[config.mk]
export PLATFORM = sky130hd
export DESIGN_NAME = slide_unit
export DESIGN_NICKNAME = d
export VERILOG_FILES = /design/src/design/slide_pkg.sv /design/src/design/slide_result_if.sv /design/src/design/slide_unit.sv /design/src/design/slide_result_queue.sv /design/src/design/slide_issue.sv /design/src/design/slide_insn_queue.sv
export SDC_FILE = /design/constraint.sdc
export NUM_CORES = 1
export LEC_CHECK = 0
export BUFFER_PORTS_ARGS = -buffer_cell sky130_fd_sc_hd__clkbuf_2
export CORE_MARGIN = 5
export CORE_UTILIZATION = 30
export CTS_CLUSTER_DIAMETER = 80
export DETAILED_ROUTE_END_ITERATION = 16
export HOLD_SLACK_MARGIN = 0.05
export PLACE_DENSITY = 0.5
export SLEW_MARGIN = 0
export SYNTH_ARGS = -nofsm -noshare
export SYNTH_HDL_FRONTEND = slang
export SYNTH_SLANG_ARGS = --single-unit
[constraint.sdc]
create_clock -name clk_i -period 13.4 [get_ports clk_i]
set_input_delay 2.01 -clock clk_i [delete_from_list [all_inputs] [get_ports clk_i]]
set_output_delay 2.01 -clock clk_i [all_outputs]
set_load 0.02 [all_outputs]
[src/design/slide_pkg.sv]
package slide_pkg;

  ////////////////////////////////////////////////////////////////////////////
  // Datapath widths
  ////////////////////////////////////////////////////////////////////////////

  // One lane word is a full 64-bit element
  localparam int unsigned ElenBits  = 64;
  localparam int unsigned ElenBytes = ElenBits / 8;

  // Instruction ids in flight across the vector machine
  localparam int unsigned NrVInsn = 8;

  typedef logic [ElenBits-1:0]         elen_t;
  typedef logic [ElenBytes-1:0]        strb_t;
  typedef logic [$clog2(NrVInsn)-1:0]  vid_t;
  typedef logic [15:0]                 vaddr_t;
  // Vector length and slide amount, both 16 bits
  typedef logic [15:0]                 vlen_t;
  // Architectural vector register index
  typedef logic [4:0]                  vreg_t;

  ////////////////////////////////////////////////////////////////////////////
  // Instruction and result formats
  ////////////////////////////////////////////////////////////////////////////

  // Element width, byte count is 1 << code
  typedef enum logic [1:0] {
    EW8,
    EW16,
    EW32,
    EW64
  } vew_e;

  typedef enum logic {
    SLIDE_UP,
    SLIDE_DOWN
  } slide_op_e;

  // Stride arrives in elements and is held in bytes once queued
  typedef struct packed {
    slide_op_e op;
    vew_e      vsew;
    vlen_t     vl;
    vlen_t     stride;
    vreg_t     vd;
    vid_t      id;
  } slide_insn_t;

  // Per-lane entry of the result queue
  typedef struct packed {
    vaddr_t addr;
    elen_t  wdata;
    strb_t  be;
    logic   last;
  } rq_payload_t;

endpackage
[src/design/slide_result_if.sv]
`timescale 1ns/1ns

// Result words from the issue stage towards the result queue
interface slide_result_if #(
  parameter int unsigned NrLanes = 2
);

  // Single-cycle write strobe, only legal while full is low
  logic                                push;
  logic                                full;
  // Register file word address, shared by all lanes
  slide_pkg::vaddr_t                   addr;
  slide_pkg::elen_t  [NrLanes-1:0]     wdata;
  slide_pkg::strb_t  [NrLanes-1:0]     be;
  // Final word of the instruction
  logic                                last;

  modport master (
    output push, addr, wdata, be, last,
    input  full
  );

  modport slave (
    input  push, addr, wdata, be, last,
    output full
  );

endinterface

[src/design/slide_unit.sv]
`timescale 1ns/1ns

module slide_unit #(
  parameter int unsigned NrLanes        = 2,
  parameter int unsigned VLEN           = 512,
  parameter int unsigned InsnQueueDepth = 2
) (
  input  logic                             clk_i,
  input  logic                             rst_ni,
  // Sequencer requests
  input  logic                             pe_req_valid_i,
  input  slide_pkg::slide_op_e             pe_req_op_i,
  input  slide_pkg::vew_e                  pe_req_vsew_i,
  input  slide_pkg::vlen_t                 pe_req_vl_i,
  input  slide_pkg::vlen_t                 pe_req_stride_i,
  input  slide_pkg::vreg_t                 pe_req_vd_i,
  input  slide_pkg::vid_t                  pe_req_id_i,
  output logic                             pe_req_ready_o,
  // Source words streamed by the lanes
  input  slide_pkg::elen_t  [NrLanes-1:0]  operand_i,
  input  logic              [NrLanes-1:0]  operand_valid_i,
  output logic                             operand_ready_o,
  // Writes back to the lanes
  output logic              [NrLanes-1:0]  result_req_o,
  output slide_pkg::vaddr_t [NrLanes-1:0]  result_addr_o,
  output slide_pkg::elen_t  [NrLanes-1:0]  result_wdata_o,
  output slide_pkg::strb_t  [NrLanes-1:0]  result_be_o,
  input  logic              [NrLanes-1:0]  result_gnt_i,
  output logic [slide_pkg::NrVInsn-1:0]    vinsn_done_o
);

  slide_pkg::slide_insn_t req, issue_insn;
  logic                   issue_valid, issue_done, commit_last;

  slide_result_if #(.NrLanes(NrLanes)) res_if ();

  // Request fields gathered into one instruction word
  assign req = '{op:     pe_req_op_i,
                 vsew:   pe_req_vsew_i,
                 vl:     pe_req_vl_i,
                 stride: pe_req_stride_i,
                 vd:     pe_req_vd_i,
                 id:     pe_req_id_i};

  slide_insn_queue #(
    .InsnQueueDepth(InsnQueueDepth)
  ) i_insn_queue (
    .clk_i        (clk_i),
    .rst_ni       (rst_ni),
    .req_i        (req),
    .req_valid_i  (pe_req_valid_i),
    .req_ready_o  (pe_req_ready_o),
    .issue_insn_o (issue_insn),
    .issue_valid_o(issue_valid),
    .issue_done_i (issue_done),
    .commit_last_i(commit_last),
    .vinsn_done_o (vinsn_done_o)
  );

  slide_issue #(
    .NrLanes(NrLanes),
    .VLEN   (VLEN)
  ) i_issue (
    .clk_i          (clk_i),
    .rst_ni         (rst_ni),
    .insn_i         (issue_insn),
    .insn_valid_i   (issue_valid),
    .insn_done_o    (issue_done),
    .operand_i      (operand_i),
    .operand_valid_i(operand_valid_i),
    .operand_ready_o(operand_ready_o),
    .res            (res_if.master)
  );

  slide_result_queue #(
    .NrLanes(NrLanes)
  ) i_result_queue (
    .clk_i        (clk_i),
    .rst_ni       (rst_ni),
    .res          (res_if.slave),
    .req_o        (result_req_o),
    .addr_o       (result_addr_o),
    .wdata_o      (result_wdata_o),
    .be_o         (result_be_o),
    .gnt_i        (result_gnt_i),
    .commit_last_o(commit_last)
  );

endmodule

[src/design/slide_result_queue.sv]
`timescale 1ns/1ns

module slide_result_queue #(
  parameter int unsigned NrLanes = 2
) (
  input  logic                             clk_i,
  input  logic                             rst_ni,
  slide_result_if.slave                    res,
  output logic              [NrLanes-1:0]  req_o,
  output slide_pkg::vaddr_t [NrLanes-1:0]  addr_o,
  output slide_pkg::elen_t  [NrLanes-1:0]  wdata_o,
  output slide_pkg::strb_t  [NrLanes-1:0]  be_o,
  input  logic              [NrLanes-1:0]  gnt_i,
  output logic                             commit_last_o
);

  localparam int unsigned Depth = 2;
  localparam int unsigned PntW  = $clog2(Depth);

  // Per entry, one payload and one request bit per lane
  slide_pkg::rq_payload_t [NrLanes-1:0] data_q  [Depth];
  logic                   [NrLanes-1:0] valid_q [Depth];
  logic                   [NrLanes-1:0] valid_d [Depth];
  logic                   [NrLanes-1:0] push_valid;

  logic [PntW-1:0] wr_pnt_q, rd_pnt_q;
  logic [PntW:0]   cnt_q, cnt_d;
  logic            retire;

  assign res.full = (cnt_q == (PntW+1)'(Depth));

  // Lanes with nothing to write raise no request
  always_comb begin : p_push_valid
    for (int unsigned l = 0; l < NrLanes; l++) begin
      push_valid[l] = |res.be[l];
    end
  end

  ////////////////////////////////////////////////////////////////////////////
  // Lane write requests
  ////////////////////////////////////////////////////////////////////////////

  for (genvar l = 0; l < NrLanes; l++) begin : g_lane
    assign req_o[l]   = valid_q[rd_pnt_q][l];
    assign addr_o[l]  = data_q[rd_pnt_q][l].addr;
    assign wdata_o[l] = data_q[rd_pnt_q][l].wdata;
    assign be_o[l]    = data_q[rd_pnt_q][l].be;
  end

  always_comb begin : p_valid
    valid_d = valid_q;
    // A granted lane drops its request
    valid_d[rd_pnt_q] = valid_q[rd_pnt_q] & ~gnt_i;
    // Head leaves as soon as every lane has been granted
    retire = (cnt_q != '0) && (valid_d[rd_pnt_q] == '0);
    if (res.push) begin
      valid_d[wr_pnt_q] = push_valid;
    end
  end

  assign commit_last_o = retire && data_q[rd_pnt_q][0].last;
  assign cnt_d         = cnt_q + (PntW+1)'(res.push) - (PntW+1)'(retire);

  always_ff @(posedge clk_i or negedge rst_ni) begin
    if (!rst_ni) begin
      valid_q  <= '{default: '0};
      wr_pnt_q <= '0;
      rd_pnt_q <= '0;
      cnt_q    <= '0;
    end else begin
      valid_q  <= valid_d;
      wr_pnt_q <= wr_pnt_q + PntW'(res.push);
      rd_pnt_q <= rd_pnt_q + PntW'(retire);
      cnt_q    <= cnt_d;
    end
  end

  always_ff @(posedge clk_i) begin
    if (res.push) begin
      for (int unsigned l = 0; l < NrLanes; l++) begin
        data_q[wr_pnt_q][l] <= '{addr:  res.addr,
                                 wdata: res.wdata[l],
                                 be:    res.be[l],
                                 last:  res.last};
      end
    end
  end

  // Lanes only grant what they were asked for
  a_gnt_has_req: assert property (@(posedge clk_i) disable iff (!rst_ni)
    (gnt_i & ~req_o) == '0)
    else $error("grant on a lane without a pending request");

endmodule

[src/design/slide_issue.sv]
`timescale 1ns/1ns

module slide_issue #(
  parameter int unsigned NrLanes = 2,
  parameter int unsigned VLEN    = 512
) (
  input  logic                            clk_i,
  input  logic                            rst_ni,
  input  slide_pkg::slide_insn_t          insn_i,
  input  logic                            insn_valid_i,
  output logic                            insn_done_o,
  input  slide_pkg::elen_t [NrLanes-1:0]  operand_i,
  input  logic             [NrLanes-1:0]  operand_valid_i,
  output logic                            operand_ready_o,
  slide_result_if.master                  res
);

  localparam int unsigned WordBytes   = NrLanes * slide_pkg::ElenBytes;
  localparam int unsigned WordsPerReg = VLEN / (8 * WordBytes);
  localparam int unsigned SelW        = $clog2(WordBytes);
  // One extra bit so a pointer can reach the word size
  localparam int unsigned PntW        = SelW + 1;

  typedef enum logic {
    IDLE,
    RUN
  } state_e;

  state_e                 state_q, state_d;
  logic [PntW-1:0]        in_pnt_q, in_pnt_d;
  logic [PntW-1:0]        out_pnt_q, out_pnt_d;
  slide_pkg::vaddr_t      vrf_pnt_q, vrf_pnt_d;
  // Bytes still to be written for this instruction
  slide_pkg::vlen_t       cnt_q, cnt_d;
  logic [8*WordBytes-1:0] acc_q, acc_d;
  logic [WordBytes-1:0]   be_q, be_d;

  logic [8*WordBytes-1:0] src_flat, rot;
  logic [SelW-1:0]        rot_amt;
  logic [PntW-1:0]        in_left, out_left, step;
  logic [WordBytes-1:0]   out_en;
  logic                   step_last;

  ////////////////////////////////////////////////////////////////////////////
  // Byte rotator
  ////////////////////////////////////////////////////////////////////////////

  // Lanes are flat, lane l holds bytes 8l to 8l+7
  assign src_flat = operand_i;
  // Output byte b takes input byte b + in_pnt - out_pnt
  assign rot_amt  = SelW'(in_pnt_q - out_pnt_q);

  always_comb begin : p_rotate
    logic [SelW-1:0] src_byte;
    for (int unsigned b = 0; b < WordBytes; b++) begin
      src_byte      = SelW'(b) + rot_amt;
      rot[8*b +: 8] = src_flat[8*src_byte +: 8];
    end
  end

  // Bytes moved this step, bounded by both words and the tail
  assign in_left  = PntW'(WordBytes) - in_pnt_q;
  assign out_left = PntW'(WordBytes) - out_pnt_q;

  always_comb begin : p_step
    step = (in_left < out_left) ? in_left : out_left;
    if (cnt_q < slide_pkg::vlen_t'(step)) begin
      step = PntW'(cnt_q);
    end
  end

  assign step_last = (cnt_q == slide_pkg::vlen_t'(step));

  always_comb begin : p_out_en
    for (int unsigned b = 0; b < WordBytes; b++) begin
      out_en[b] = (b >= out_pnt_q) && (b < out_pnt_q + step);
    end
  end

  // Result word as it stands after this step
  assign res.wdata = acc_d;
  assign res.be    = be_q | out_en;
  assign res.last  = step_last;
  assign res.addr  = slide_pkg::vaddr_t'(insn_i.vd * WordsPerReg) + vrf_pnt_q;

  ////////////////////////////////////////////////////////////////////////////
  // Slide FSM
  ////////////////////////////////////////////////////////////////////////////

  always_comb begin : p_fsm
    state_d         = state_q;
    in_pnt_d        = in_pnt_q;
    out_pnt_d       = out_pnt_q;
    vrf_pnt_d       = vrf_pnt_q;
    cnt_d           = cnt_q;
    acc_d           = acc_q;
    be_d            = be_q;
    insn_done_o     = 1'b0;
    operand_ready_o = 1'b0;
    res.push        = 1'b0;

    unique case (state_q)
      IDLE: begin
        if (insn_valid_i) begin
          state_d = RUN;
          be_d    = '0;
          if (insn_i.op == slide_pkg::SLIDE_UP) begin
            // Read from byte 0, write from the offset
            in_pnt_d  = '0;
            out_pnt_d = PntW'(insn_i.stride[SelW-1:0]);
            vrf_pnt_d = insn_i.stride >> SelW;
            cnt_d     = (insn_i.vl << insn_i.vsew) - insn_i.stride;
          end else begin
            // First word supplied is the one holding the offset
            in_pnt_d  = PntW'(insn_i.stride[SelW-1:0]);
            out_pnt_d = '0;
            vrf_pnt_d = '0;
            cnt_d     = insn_i.vl << insn_i.vsew;
          end
        end
      end

      RUN: begin
        // Whole operand word present and room downstream
        if (&operand_valid_i && !res.full) begin
          for (int unsigned b = 0; b < WordBytes; b++) begin
            if (out_en[b]) begin
              acc_d[8*b +: 8] = rot[8*b +: 8];
            end
          end
          be_d      = be_q | out_en;
          in_pnt_d  = in_pnt_q + step;
          out_pnt_d = out_pnt_q + step;
          cnt_d     = cnt_q - slide_pkg::vlen_t'(step);

          // Input word used up
          if (in_pnt_d == PntW'(WordBytes) || step_last) begin
            operand_ready_o = 1'b1;
            in_pnt_d        = '0;
          end

          // Output word complete
          if (out_pnt_d == PntW'(WordBytes) || step_last) begin
            res.push  = 1'b1;
            out_pnt_d = '0;
            vrf_pnt_d = vrf_pnt_q + 1'b1;
            be_d      = '0;
          end

          if (step_last) begin
            insn_done_o = 1'b1;
            state_d     = IDLE;
          end
        end
      end

      default: state_d = IDLE;
    endcase
  end

  always_ff @(posedge clk_i or negedge rst_ni) begin
    if (!rst_ni) begin
      state_q   <= IDLE;
      in_pnt_q  <= '0;
      out_pnt_q <= '0;
      vrf_pnt_q <= '0;
      cnt_q     <= '0;
      be_q      <= '0;
    end else begin
      state_q   <= state_d;
      in_pnt_q  <= in_pnt_d;
      out_pnt_q <= out_pnt_d;
      vrf_pnt_q <= vrf_pnt_d;
      cnt_q     <= cnt_d;
      be_q      <= be_d;
    end
  end

  // Data bytes only matter where be is set
  always_ff @(posedge clk_i) begin
    acc_q <= acc_d;
  end

  // A running instruction always has bytes left, so the offset stays below vl
  a_run_has_bytes: assert property (@(posedge clk_i) disable iff (!rst_ni)
    (state_q == RUN) |-> (cnt_q != '0))
    else $error("slide running with no bytes left to write");

endmodule

[src/design/slide_insn_queue.sv]
`timescale 1ns/1ns

module slide_insn_queue #(
  parameter int unsigned InsnQueueDepth = 2
) (
  input  logic                          clk_i,
  input  logic                          rst_ni,
  input  slide_pkg::slide_insn_t        req_i,
  input  logic                          req_valid_i,
  output logic                          req_ready_o,
  output slide_pkg::slide_insn_t        issue_insn_o,
  output logic                          issue_valid_o,
  input  logic                          issue_done_i,
  input  logic                          commit_last_i,
  output logic [slide_pkg::NrVInsn-1:0] vinsn_done_o
);

  localparam int unsigned PntW = (InsnQueueDepth > 1) ? $clog2(InsnQueueDepth) : 1;
  localparam int unsigned CntW = $clog2(InsnQueueDepth + 1);

  // Storage, written only on accept
  slide_pkg::slide_insn_t mem_q [InsnQueueDepth];
  slide_pkg::slide_insn_t req_conv;

  logic [PntW-1:0] accept_pnt_q, issue_pnt_q, commit_pnt_q;
  logic [PntW-1:0] accept_pnt_d, issue_pnt_d, commit_pnt_d;
  logic [CntW-1:0] issue_cnt_q, commit_cnt_q;
  logic [CntW-1:0] issue_cnt_d, commit_cnt_d;
  logic            accept;
  logic [slide_pkg::NrVInsn-1:0] done_d;

  // Circular increment, depth need not be a power of two
  function automatic logic [PntW-1:0] bump(input logic [PntW-1:0] pnt);
    return (pnt == PntW'(InsnQueueDepth - 1)) ? '0 : pnt + 1'b1;
  endfunction

  // Entries stay until their last result is committed
  assign req_ready_o = (commit_cnt_q != CntW'(InsnQueueDepth));
  assign accept      = req_valid_i && req_ready_o;

  // Slide amount turned into bytes on the way in
  always_comb begin : p_conv
    req_conv        = req_i;
    req_conv.stride = req_i.stride << req_i.vsew;
  end

  ////////////////////////////////////////////////////////////////////////////
  // Pointer and count update
  ////////////////////////////////////////////////////////////////////////////

  assign accept_pnt_d = accept        ? bump(accept_pnt_q) : accept_pnt_q;
  assign issue_pnt_d  = issue_done_i  ? bump(issue_pnt_q)  : issue_pnt_q;
  assign commit_pnt_d = commit_last_i ? bump(commit_pnt_q) : commit_pnt_q;
  assign issue_cnt_d  = issue_cnt_q + CntW'(accept) - CntW'(issue_done_i);
  assign commit_cnt_d = commit_cnt_q + CntW'(accept) - CntW'(commit_last_i);

  // Done bit of the instruction whose last word retired
  always_comb begin : p_done
    done_d = '0;
    if (commit_last_i) begin
      done_d[mem_q[commit_pnt_q].id] = 1'b1;
    end
  end

  always_ff @(posedge clk_i or negedge rst_ni) begin
    if (!rst_ni) begin
      accept_pnt_q  <= '0;
      issue_pnt_q   <= '0;
      commit_pnt_q  <= '0;
      issue_cnt_q   <= '0;
      commit_cnt_q  <= '0;
      issue_valid_o <= 1'b0;
      vinsn_done_o  <= '0;
    end else begin
      accept_pnt_q  <= accept_pnt_d;
      issue_pnt_q   <= issue_pnt_d;
      commit_pnt_q  <= commit_pnt_d;
      issue_cnt_q   <= issue_cnt_d;
      commit_cnt_q  <= commit_cnt_d;
      issue_valid_o <= (issue_cnt_d != '0);
      vinsn_done_o  <= done_d;
    end
  end

  // Head is registered, new entries bypass the array
  always_ff @(posedge clk_i) begin
    if (accept) begin
      mem_q[accept_pnt_q] <= req_conv;
    end
    if (accept && (accept_pnt_q == issue_pnt_d)) begin
      issue_insn_o <= req_conv;
    end else begin
      issue_insn_o <= mem_q[issue_pnt_d];
    end
  end

  // Issue stage finishes only what was handed to it
  a_done_has_insn: assert property (@(posedge clk_i) disable iff (!rst_ni)
    issue_done_i |-> (issue_cnt_q != '0))
    else $error("issue_done with no instruction pending issue");

endmodule

==> impl_metrics.json, run 1 <==
{
  "clkSinkCount": 620,
  "rr_worst_depth": 27,
  "post-dp-hpwl_um": 73800,
  "cp-start-kind": "flip-flop",
  "final_layout_size_suffix_gt1_share_pct": 35.4,
  "synth_common_cells": "edfxtp_1 (408), mux2_2 (300), mux2i_1 (201)",
  "synth_nets": 2662,
  "slew_viol_final": 0,
  "die_height_um": 337,
  "synthTopCellsByArea": "edfxtp_1 (38%), mux2_2 (11%), mux4_2 (9.9%), dfxtp_1 (8.1%), dfrtp_1 (6.5%)",
  "num_rows": 119,
  "cts-htree-levels": 3,
  "cts_made_buffers": 75,
  "antenna_found_initial": 4,
  "ios": 366,
  "grt_pass1_wl_um": 143000,
  "avgSynthCellArea_um2": 13.2,
  "synth_ff_type": "edfxtp_1",
  "min_period_over_period_pct": 69.1,
  "final_hold_viol_count": 0,
  "ctsHoldBuffers": 0,
  "insertion_delay_ns": 0.63,
  "clk_pin_slew_ns": 0.06,
  "dr.pass1.iters": 5,
  "area_growth_pct": 18.0,
  "drc": 0,
  "synth-edff-count": 408,
  "postCtsSetupBuffers": 0,
  "fin_crit_ns": 9.26,
  "crit_fanout": 10,
  "hp-class": "flip-flop to flip-flop",
  "core-area_um2": 106000,
  "fin_tns_setup_ns": 0,
  "vias": 21300,
  "setup_viol": 0,
  "multiInputGateArea_um2": 14400,
  "grt-ovfl-total": 0,
  "synth_warnings": 0,
  "drt-initial-drc-count": 1363,
  "yosysMostFrequentCell": "edfxtp_1",
  "ant_nets": 0,
  "path_class": "flip-flop to output port",
  "fp.dieArea_um2": 113000,
  "netlist_area_um2": 32000,
  "slew_headroom_pct": 7.91,
  "routedWlPerCell_um": 23.6,
  "seqCellArea_um2": 16900,
  "clock.fmax_mhz": 108,
  "ctsRootBufferMaster": "clkbuf_16",
  "rsz0062_at_grt": "false",
  "vias_per_cell": 5.08,
  "critPathRequiredTime_ns": 11.39,
  "skew_ns": 0.0303,
  "start_util_pct": 30.3,
  "ys_ff_latch": 620,
  "async_flop_share_pct": 13.4,
  "seq_area_frac_synth_pct": 52.9,
  "synth.top_cell.area_share_pct": 38.3,
  "grt_pass1_vias": 21400,
  "grt_use_total_pct": 17.0,
  "synthCells": 2414,
  "cp-end-kind": "output port",
  "cts_resized": 0,
  "clock_path_buffers": 3,
  "critPathArrivalTime_ns": 7.25,
  "portBuffers": 365,
  "fillers": 10200,
  "min_path_cells": 1,
  "die_w_um": 337,
  "yosysTopAreaCell": "edfxtp_1",
  "nNetsFinal": 2988,
  "synth_cell_types": 69,
  "worst_pin_slew_ns": 1.38,
  "outcome": "finished clean",
  "wl_um": 99100,
  "grt_start_max_net_pins": 161,
  "cts_tree": "done",
  "drv_cap": 0,
  "gp_congestion": 0.860
}
[sequential cells by signal, indices dropped and copies added, names as in the netlist, named ones only]
signal / cells
i_issue.vrf_pnt_q: 16
i_result_queue.data_q: 322
i_insn_queue.commit_cnt_q: 2
i_insn_queue.issue_valid_o: 1
i_issue.in_pnt_q: 5
i_insn_queue.vinsn_done_o: 8
i_issue.state_q: 1
i_result_queue.valid_q: 4
i_result_queue.rd_pnt_q: 1
i_result_queue.cnt_q: 2
i_insn_queue.issue_cnt_q: 2
i_issue.be_q: 16
i_insn_queue.accept_pnt_q: 1
i_result_queue.wr_pnt_q: 1
i_issue.out_pnt_q: 5
i_insn_queue.issue_pnt_q: 1
i_issue.cnt_q: 16
i_insn_queue.mem_q: 86
i_issue.acc_q: 128
i_insn_queue.commit_pnt_q: 1
[path summary, 6_finish.rpt]
| check | start | slack [ns] | end |
|---|---|---|---|
| min in group asynchronous | rst_ni | 1.29 | i_issue.cnt_q[12] |
| worst max-delay path | i_issue.out_pnt_q[1] | 4.14 | operand_ready_o |
| worst min register to register | i_insn_queue.issue_pnt_q | 0.46 | i_insn_queue.issue_pnt_q |
| worst min-delay path | i_insn_queue.issue_pnt_q | 0.46 | i_insn_queue.issue_pnt_q |
| worst max register to register | i_issue.out_pnt_q[1] | 4.89 | i_result_queue.data_q[0][150] |
| max in group asynchronous | rst_ni | 10.84 | i_result_queue.rd_pnt_q |
[placed cells by master, fill, tap and decap left out, drive strengths merged, types with 5 or more instances in the layout]
| cell type | n |
|---|---|
| clkbuf | 466 |
| edfxtp | 408 |
| mux2 | 300 |
| mux2i | 203 |
| nand2 | 177 |
| o21ai | 153 |
| nor2 | 144 |
| mux4 | 140 |
| dfxtp | 129 |
| a21oi | 87 |
| dfrtp | 83 |
| inv | 66 |
| ha | 64 |
| xnor2 | 40 |
| buf | 31 |
| xor2 | 26 |
| nor2b | 24 |
| nand3 | 22 |
| a211oi | 22 |
| nor3 | 21 |
| clkinv | 21 |
| a21o | 19 |
| or2 | 19 |
| a221oi | 12 |
| a31oi | 9 |
| or3 | 9 |
| nand2b | 8 |
| nor4 | 7 |
| o21a | 6 |
| and2 | 6 |
| and3 | 6 |
| fa | 6 |
| bufinv | 5 |
| o22ai | 5 |
[metrics by stage]
step                hold slack (ns)  util [%]  instances  setup slack [ns]  cell area (um^2)
floorplan                     0.432         -       2414              3.27             32000
global placement              0.445      33.5       4054              4.77             35300
detailed placement            0.456      33.5       4054              4.77             35300
CTS                           0.464      35.8       4191              4.08             37800
global route                  0.496      35.8       4191              3.63             37800
finish                        0.461      35.8       4194              4.14             37800
[cell type report]
cell class / count / share of cell area [%]
clock buffer: 102 / 5.40
antenna: 3 / 0.0199
sequential: 620 / 44.8
clock inverter: 35 / 0.994
inverter: 60 / 0.596
timing repair buffer: 395 / 5.54
multi-input combinational: 1588 / 38.0
tap: 1391 / 4.61
[worst max-delay path: stages (launching register included)]
cell and delay, ns:
dfrtp_1 0.61, inv_1 0.26, ha_1 0.38, inv_1 0.06, ha_1 0.26, nor2b_1 0.14, nor3_1 0.13, a21oi_1 0.07
maj3_2 0.31, maj3_2 0.36, mux2i_1 0.26, inv_1 0.08, ha_1 0.30, a21o_1 0.19, a21o_1 0.18, or4_1 0.42
o21ai_2 0.39, o21ai_0 0.29, ha_1 0.29, fa_1 0.41, a21o_1 0.18, a21oi_1 0.32, xnor3_1 0.29, o22ai_2 0.23
clkbuf_2 0.23
[cells by family after synthesis]
group	after synthesis	synth area share [%]
flip-flops	620	52.9
AO/OA/AOI/OAI	350	6.52
AND/OR/NAND/NOR	456	6.35
XOR/XNOR	67	1.88
multiplexers	643	26.8
adder cells (fa/ha/maj)	72	2.95
buffers and inverters	206	2.64
[routing by layer]
layer  wire, um  global-route usage (%)
met2      46600                    27.9
met1      40200                    21.2
met5         13                       0
met4       4750                    7.34
met3       7530                    4.47
Power of run 1 is left out: the tool's default activity adds up to more than one toggle a clock period on the data nets, which glitch-free logic cannot reach.
==> run 2: changes to the inputs <==
--- a/config.mk
+++ b/config.mk
@@ -11,7 +11,7 @@
 export CTS_CLUSTER_DIAMETER = 80
 export DETAILED_ROUTE_END_ITERATION = 16
 export HOLD_SLACK_MARGIN = 0.05
-export PLACE_DENSITY = 0.5
+export PLACE_DENSITY = 0.51
 export SLEW_MARGIN = 0
 export SYNTH_ARGS = -nofsm -noshare
 export SYNTH_HDL_FRONTEND = slang
==> constraint.sdc (replaced) <==
create_clock -name clk_i -period 8 [get_ports clk_i]
set_input_delay 1.2 -clock clk_i [delete_from_list [all_inputs] [get_ports clk_i]]
set_output_delay 1.2 -clock clk_i [all_outputs]
set_load 0.02 [all_outputs]
==> run 2 against run 1 <==
Wire length up 1.9%. Critical path depth unchanged. Register-to-register slack worse by 4.4 ns. Clock skew up 0.0049 ns. Hold slack worse by 0.0065 ns. Flip-flop and latch count unchanged. Utilization up 0.44 points. Die area unchanged. Global-route usage up 0.33 points. Critical endpoint unchanged.
==> impl_metrics.json, run 2 (synthesized netlist as in run 1, its figures left out) <==
{
  "die_w_um": 337,
  "grt_start_max_net_pins": 62,
  "cts_made_buffers": 78,
  "fillers": 10200,
  "post-dp-hpwl_um": 76300,
  "final_hold_viol_count": 0,
  "rr_worst_depth": 26,
  "top_register": "i_result_queue.data_q",
  "min_period_over_period_pct": 94.4,
  "hold-worst-slack_ns": 0.454,
  "setup_viol": 0,
  "cts_tree": "done",
  "slew_headroom_pct": 17.8,
  "clk_pin_slew_ns": 0.06,
  "ant_nets": 0,
  "grt_pass1_wl_um": 145000,
  "insertion_delay_ns": 0.63,
  "skew_ns": 0.0352,
  "drc": 0,
  "largest_register_ffs": 322,
  "crit_fanout": 5,
  "hold_end": "i_insn_queue.issue_pnt_q",
  "outcome": "finished clean",
  "layout_common_cells": "edfxtp_1 (408), clkbuf_2 (363), mux2_2 (300), mux2i_1 (200), nand2_1 (177)",
  "nNetsFinal": 3018,
  "worst_pin_slew_ns": 1.22,
  "top_layer": "met4",
  "m1WireLength_um": 41000,
  "fp.dieArea_um2": 113000,
  "vias": 21500,
  "cts-htree-levels": 3,
  "fin_crit_ns": 7.56,
  "final_common_cell": "edfxtp_1",
  "ctsRootBufferMaster": "clkbuf_16",
  "slew_viol_final": 0,
  "wl_met2_um": 47500,
  "ios": 366,
  "biggestRegsByFlops": "i_result_queue.data_q x322, i_issue.acc_q x128, i_insn_queue.mem_q x86",
  "gp_congestion": 0.858,
  "ff2ff_setup_slack_ns": 0.54,
  "multiInputGateArea_um2": 14400,
  "critPathRequiredTime_ns": 6.80,
  "grt_use_total_pct": 17.3,
  "min_path_cells": 1,
  "hp-class": "flip-flop to flip-flop",
  "holdCritStartpoint": "i_insn_queue.issue_pnt_q",
  "cp-start-kind": "flip-flop",
  "routedWlPerCell_um": 23.9,
  "path_class": "flip-flop to output port",
  "grt-ovfl-total": 0,
  "area_growth_pct": 19.5,
  "cp-end-kind": "output port",
  "rsz0062_at_grt": "false",
  "vias_per_cell": 5.10,
  "wl_um": 101000,
  "wl_met3_um": 7600,
  "grt_pass1_vias": 21600,
  "critPathArrivalTime_ns": 6.36,
  "die_height_um": 337,
  "clkSinkCount": 620,
  "portBuffers": 365,
  "clock.fmax_mhz": 132,
  "start_util_pct": 30.3,
  "seqCellArea_um2": 16900,
  "drv_cap": 0,
  "dr.pass1.iters": 5,
  "core-area_um2": 106000,
  "final_layout_size_suffix_gt1_share_pct": 36.5,
  "antenna_found_initial": 0,
  "num_rows": 119,
  "clock_path_buffers": 3,
  "reg2reg_to": "i_result_queue.data_q[0][105]",
  "r2r_start": "i_issue.in_pnt_q[1]",
  "drt-initial-drc-count": 1563
}
-- run 2: area by class of cell --
type                            count  area share [%]
Timing Repair Buffer              422            6.18
Inverter                           60           0.589
Clock inverter                     41            1.27
Tap cell                         1391            4.55
Clock buffer                      103            5.54
Multi-Input combinational cell   1588            37.6
Sequential cell                   620            44.3
Antenna cell                        1         0.00655
-- run 2: worst max path at each step --
| stage | from | to | slack (ns) | depth (start not counted) |
|---|---|---|---|---|
| floorplan | i_issue.out_pnt_q[1] | i_result_queue.data_q[0][100] | -0.39 | 25 |
| finish | i_issue.in_pnt_q[1] | operand_ready_o | 0.44 | 24 |
| CTS | i_issue.out_pnt_q[0] | operand_ready_o | 0.005 | 25 |
| global placement | i_issue.out_pnt_q[0] | i_result_queue.data_q[0][101] | 0.44 | 27 |
| global route | i_issue.in_pnt_q[1] | operand_ready_o | 0.03 | 24 |
| detailed placement | i_issue.out_pnt_q[0] | i_result_queue.data_q[1][105] | 0.38 | 26 |
-- run 2: critical path, stage by stage (launching register included) --
cell and delay (ns):
dfrtp_2 0.46, inv_2 0.11, ha_1 0.25, ha_1 0.30, nor2b_1 0.14, nor3_1 0.14
a21oi_1 0.07, maj3_2 0.32, maj3_2 0.36, mux2i_2 0.23, inv_1 0.07, ha_1 0.29
a21o_1 0.18, a21o_1 0.17, or4_1 0.46, o21ai_4 0.21, buf_4 0.14, buf_4 0.13
mux2_2 0.38, ha_1 0.32, xnor2_1 0.17, nor4_2 0.40, nand2_1 0.11, o22ai_2 0.16
buf_6 0.17
-- run 2: what timing repair did --
action | 4_1_cts | 5_1_grt
cloned | 0 | 0
gates resized for setup | 1 | 13
hold buffers | 0 | 0
buffers inserted | 0 | 7
hold endpoints to repair | 0 | 0
setup endpoints to repair | 1 | 77
pin swaps | 0 | 2
-- run 2: stage by stage --
stage / setup TNS, ns / cells / worst slack [ns] / util [%] / area [um^2]
floorplan: -125.54 / 2414 / -0.390 / - / 32000
finish: 0 / 4226 / 0.445 / 36.2 / 38200
CTS: 0 / 4218 / 0.00527 / 36.1 / 38100
global route: 0 / 4225 / 0.0277 / 36.2 / 38200
detailed placement: 0 / 4074 / 0.380 / 33.7 / 35500
global placement: 0 / 4074 / 0.439 / 33.7 / 35500
-- run 2: metal layers --
metal | up-vias | GRT usage (%)
met5 | - | 0
met4 | 0 | 7.68
met3 | 156 | 3.95
li1 | 9858 | -
met1 | 10700 | 21.8
met2 | 819 | 28.5
Power of run 2 is left out for the same reason.
==> run 3: changes to the inputs <==
--- a/config.mk
+++ b/config.mk
@@ -7,12 +7,13 @@
 export LEC_CHECK = 0
 export BUFFER_PORTS_ARGS = -buffer_cell sky130_fd_sc_hd__clkbuf_2
 export CORE_MARGIN = 5
-export CORE_UTILIZATION = 30
+export CORE_UTILIZATION = 45
 export CTS_CLUSTER_DIAMETER = 80
 export DETAILED_ROUTE_END_ITERATION = 16
 export HOLD_SLACK_MARGIN = 0.05
-export PLACE_DENSITY = 0.51
-export SLEW_MARGIN = 0
+export PLACE_DENSITY = 0.7
+export SLEW_MARGIN = 20
 export SYNTH_ARGS = -nofsm -noshare
 export SYNTH_HDL_FRONTEND = slang
 export SYNTH_SLANG_ARGS = --single-unit
+export TNS_END_PERCENT = 30
==> run 3 against run 2 <==
Count of clock-buffer cells in the layout decreased by 17. Die area down 32%. Design area down 2.2%. Wire length decreased by 11%. Hold slack worse by 0.017 ns. Via count about the same. Flip-flop and latch count stayed put. Register-to-register slack worse by 0.04 ns. Non-clock buffer count shrank 5. Sequential share of layout area increased by 0.99 points. Cell count fell by 11%. Clock skew grew 0.0025 ns. Critical path type unchanged.
==> impl_metrics.json, run 3 (synthesized netlist as in run 1, its figures left out) <==
{
  "clock.fmax_mhz": 130,
  "post-dp-hpwl_um": 66900,
  "drc": 0,
  "ant_nets": 0,
  "setup_viol": 0,
  "grt-ovfl-total": 0,
  "outcome": "finished clean",
  "hp-class": "primary input to asynchronous set/reset pin",
  "seqCellArea_um2": 16900,
  "min_period_over_period_pct": 96.0,
  "layout.cells.non_filler": 3756,
  "ctsHoldBuffers": 0,
  "grt_pass1_wl_um": 135000,
  "top_register": "i_result_queue.data_q",
  "dr.pass1.iters": 5,
  "fin_crit_ns": 7.68,
  "fillers": 5869,
  "clkSinkCount": 620,
  "worst_pin_slew_ns": 1.45,
  "cts_tree": "done",
  "final_common_cell": "edfxtp_1",
  "slew_viol_final": 0,
  "m1WireLength_um": 34500,
  "wl_met3_um": 7190,
  "layout_common_cells": "edfxtp_1 (408), clkbuf_2 (364), mux2_2 (300), mux2i_1 (201), nand2_1 (177)",
  "cts-htree-levels": 3,
  "final_layout_size_suffix_gt1_share_pct": 36.0,
  "ctsRootBufferMaster": "clkbuf_16",
  "dp.cells": 3624,
  "drv_cap": 0,
  "critPathRequiredTime_ns": 6.80,
  "path_class": "flip-flop to output port",
  "die_height_um": 277,
  "skew_ns": 0.0377,
  "clock_path_buffers": 3,
  "gp_congestion": 0.921,
  "num_rows": 97,
  "wl_met2_um": 44600,
  "core-area_um2": 70300,
  "grt_use_total_pct": 22.8,
  "critPathArrivalTime_ns": 6.48,
  "rsz0062_at_grt": "true",
  "largest_register_ffs": 322,
  "cp-end-kind": "output port",
  "hold-worst-slack_ns": 0.437,
  "area_growth_pct": 16.9,
  "crit_fanout": 6,
  "clk_pin_slew_ns": 0.06,
  "vias_per_cell": 5.74,
  "drt-initial-drc-count": 1863,
  "fp.dieArea_um2": 76500,
  "nNetsFinal": 3004,
  "insertion_delay_ns": 0.61,
  "ios": 366,
  "slew_headroom_pct": 3.29,
  "start_util_pct": 45.5,
  "vias": 21500,
  "wl_um": 90400,
  "biggestRegsByFlops": "i_result_queue.data_q x322, i_issue.acc_q x128, i_insn_queue.mem_q x86",
  "cp-start-kind": "flip-flop",
  "grt_pass1_vias": 21700,
  "postCtsSetupBuffers": 0,
  "grt_start_max_net_pins": 168,
  "cts_made_buffers": 69,
  "antenna_found_initial": 7,
  "top_layer": "met5",
  "routedWlPerCell_um": 24.1,
  "portBuffers": 365,
  "die_w_um": 277,
  "final_hold_viol_count": 0,
  "multiInputGateArea_um2": 14400
}
run 3: cell count changes in the layout (fill, tap and decap cells not counted), sizes merged:
cell	before	now
diode	1	7
clkbuf	466	450
clkinvlp	4	7
buf	59	53
inv	65	63
clkinv	25	18
bufinv	7	10
run 3: routing by layer:
layer  vias to the layer above  track usage (%)
met5                         -                0
met4                         2             9.21
met3                       170             5.20
met2                       834             38.8
met1                     10700             28.3
li1                       9833                -
run 3: final cells by class:
type                    count  area share (%)
flip-flops and latches    620            45.3
multi-input cells        1588            38.5
repair buffers            417            6.21
clock buffers              86            4.95
well taps                 940            3.15
clock inverters            38            1.32
inverters                  60           0.603
diodes                      7          0.0469
run 3: worst max-delay path, cell delays in order, from the launching register on:
cell	delay, ns
dfrtp_2	0.47
inv_1	0.15
ha_1	0.33
inv_1	0.05
ha_1	0.25
nor2b_1	0.14
o21ai_1	0.11
a21oi_1	0.08
maj3_2	0.32
maj3_2	0.37
mux2i_1	0.21
inv_1	0.07
ha_1	0.29
a21o_1	0.18
a21o_1	0.18
or4_1	0.42
o21ai_2	0.25
mux2_2	0.43
ha_1	0.29
a21o_1	0.17
a21oi_1	0.17
xnor2_1	0.12
nor4_2	0.37
nand2_1	0.11
o22ai_2	0.13
clkbuf_2	0.21
run 3: timing repair:
item / in CTS / in global routing
endpoints found under the setup margin: 1 / 19
resized for setup: 2 / 4
endpoints found under the hold margin: 0 / 0
run 3: worst paths after layout:
check,depth (start not counted),endpoint,slack [ns],from
worst max-delay path,25,operand_ready_o,0.32,i_issue.out_pnt_q[0]
worst min-delay path,1,i_insn_queue.accept_pnt_q,0.44,rst_ni
worst max register to register,26,i_result_queue.data_q[1][104],0.50,i_issue.out_pnt_q[0]
worst min register to register,1,i_insn_queue.issue_pnt_q,0.46,i_insn_queue.issue_pnt_q
max in group asynchronous,2,i_result_queue.rd_pnt_q,6.29,rst_ni
min in group clk_i,1,i_insn_queue.issue_pnt_q,0.46,i_insn_queue.issue_pnt_q
run 3: metrics by stage:
stage	instance area, um^2	TNS (ns)	util, %	setup WS (ns)
floorplan	32000	-125.54	-	-0.390
global placement	35000	0	49.8	0.357
detailed placement	35000	0	49.8	0.196
CTS	37300	0	53.1	0.0980
global route	37400	-0.0400	53.2	-0.0400
finish	37400	0	53.2	0.318
Power of run 3 is left out for the same reason.
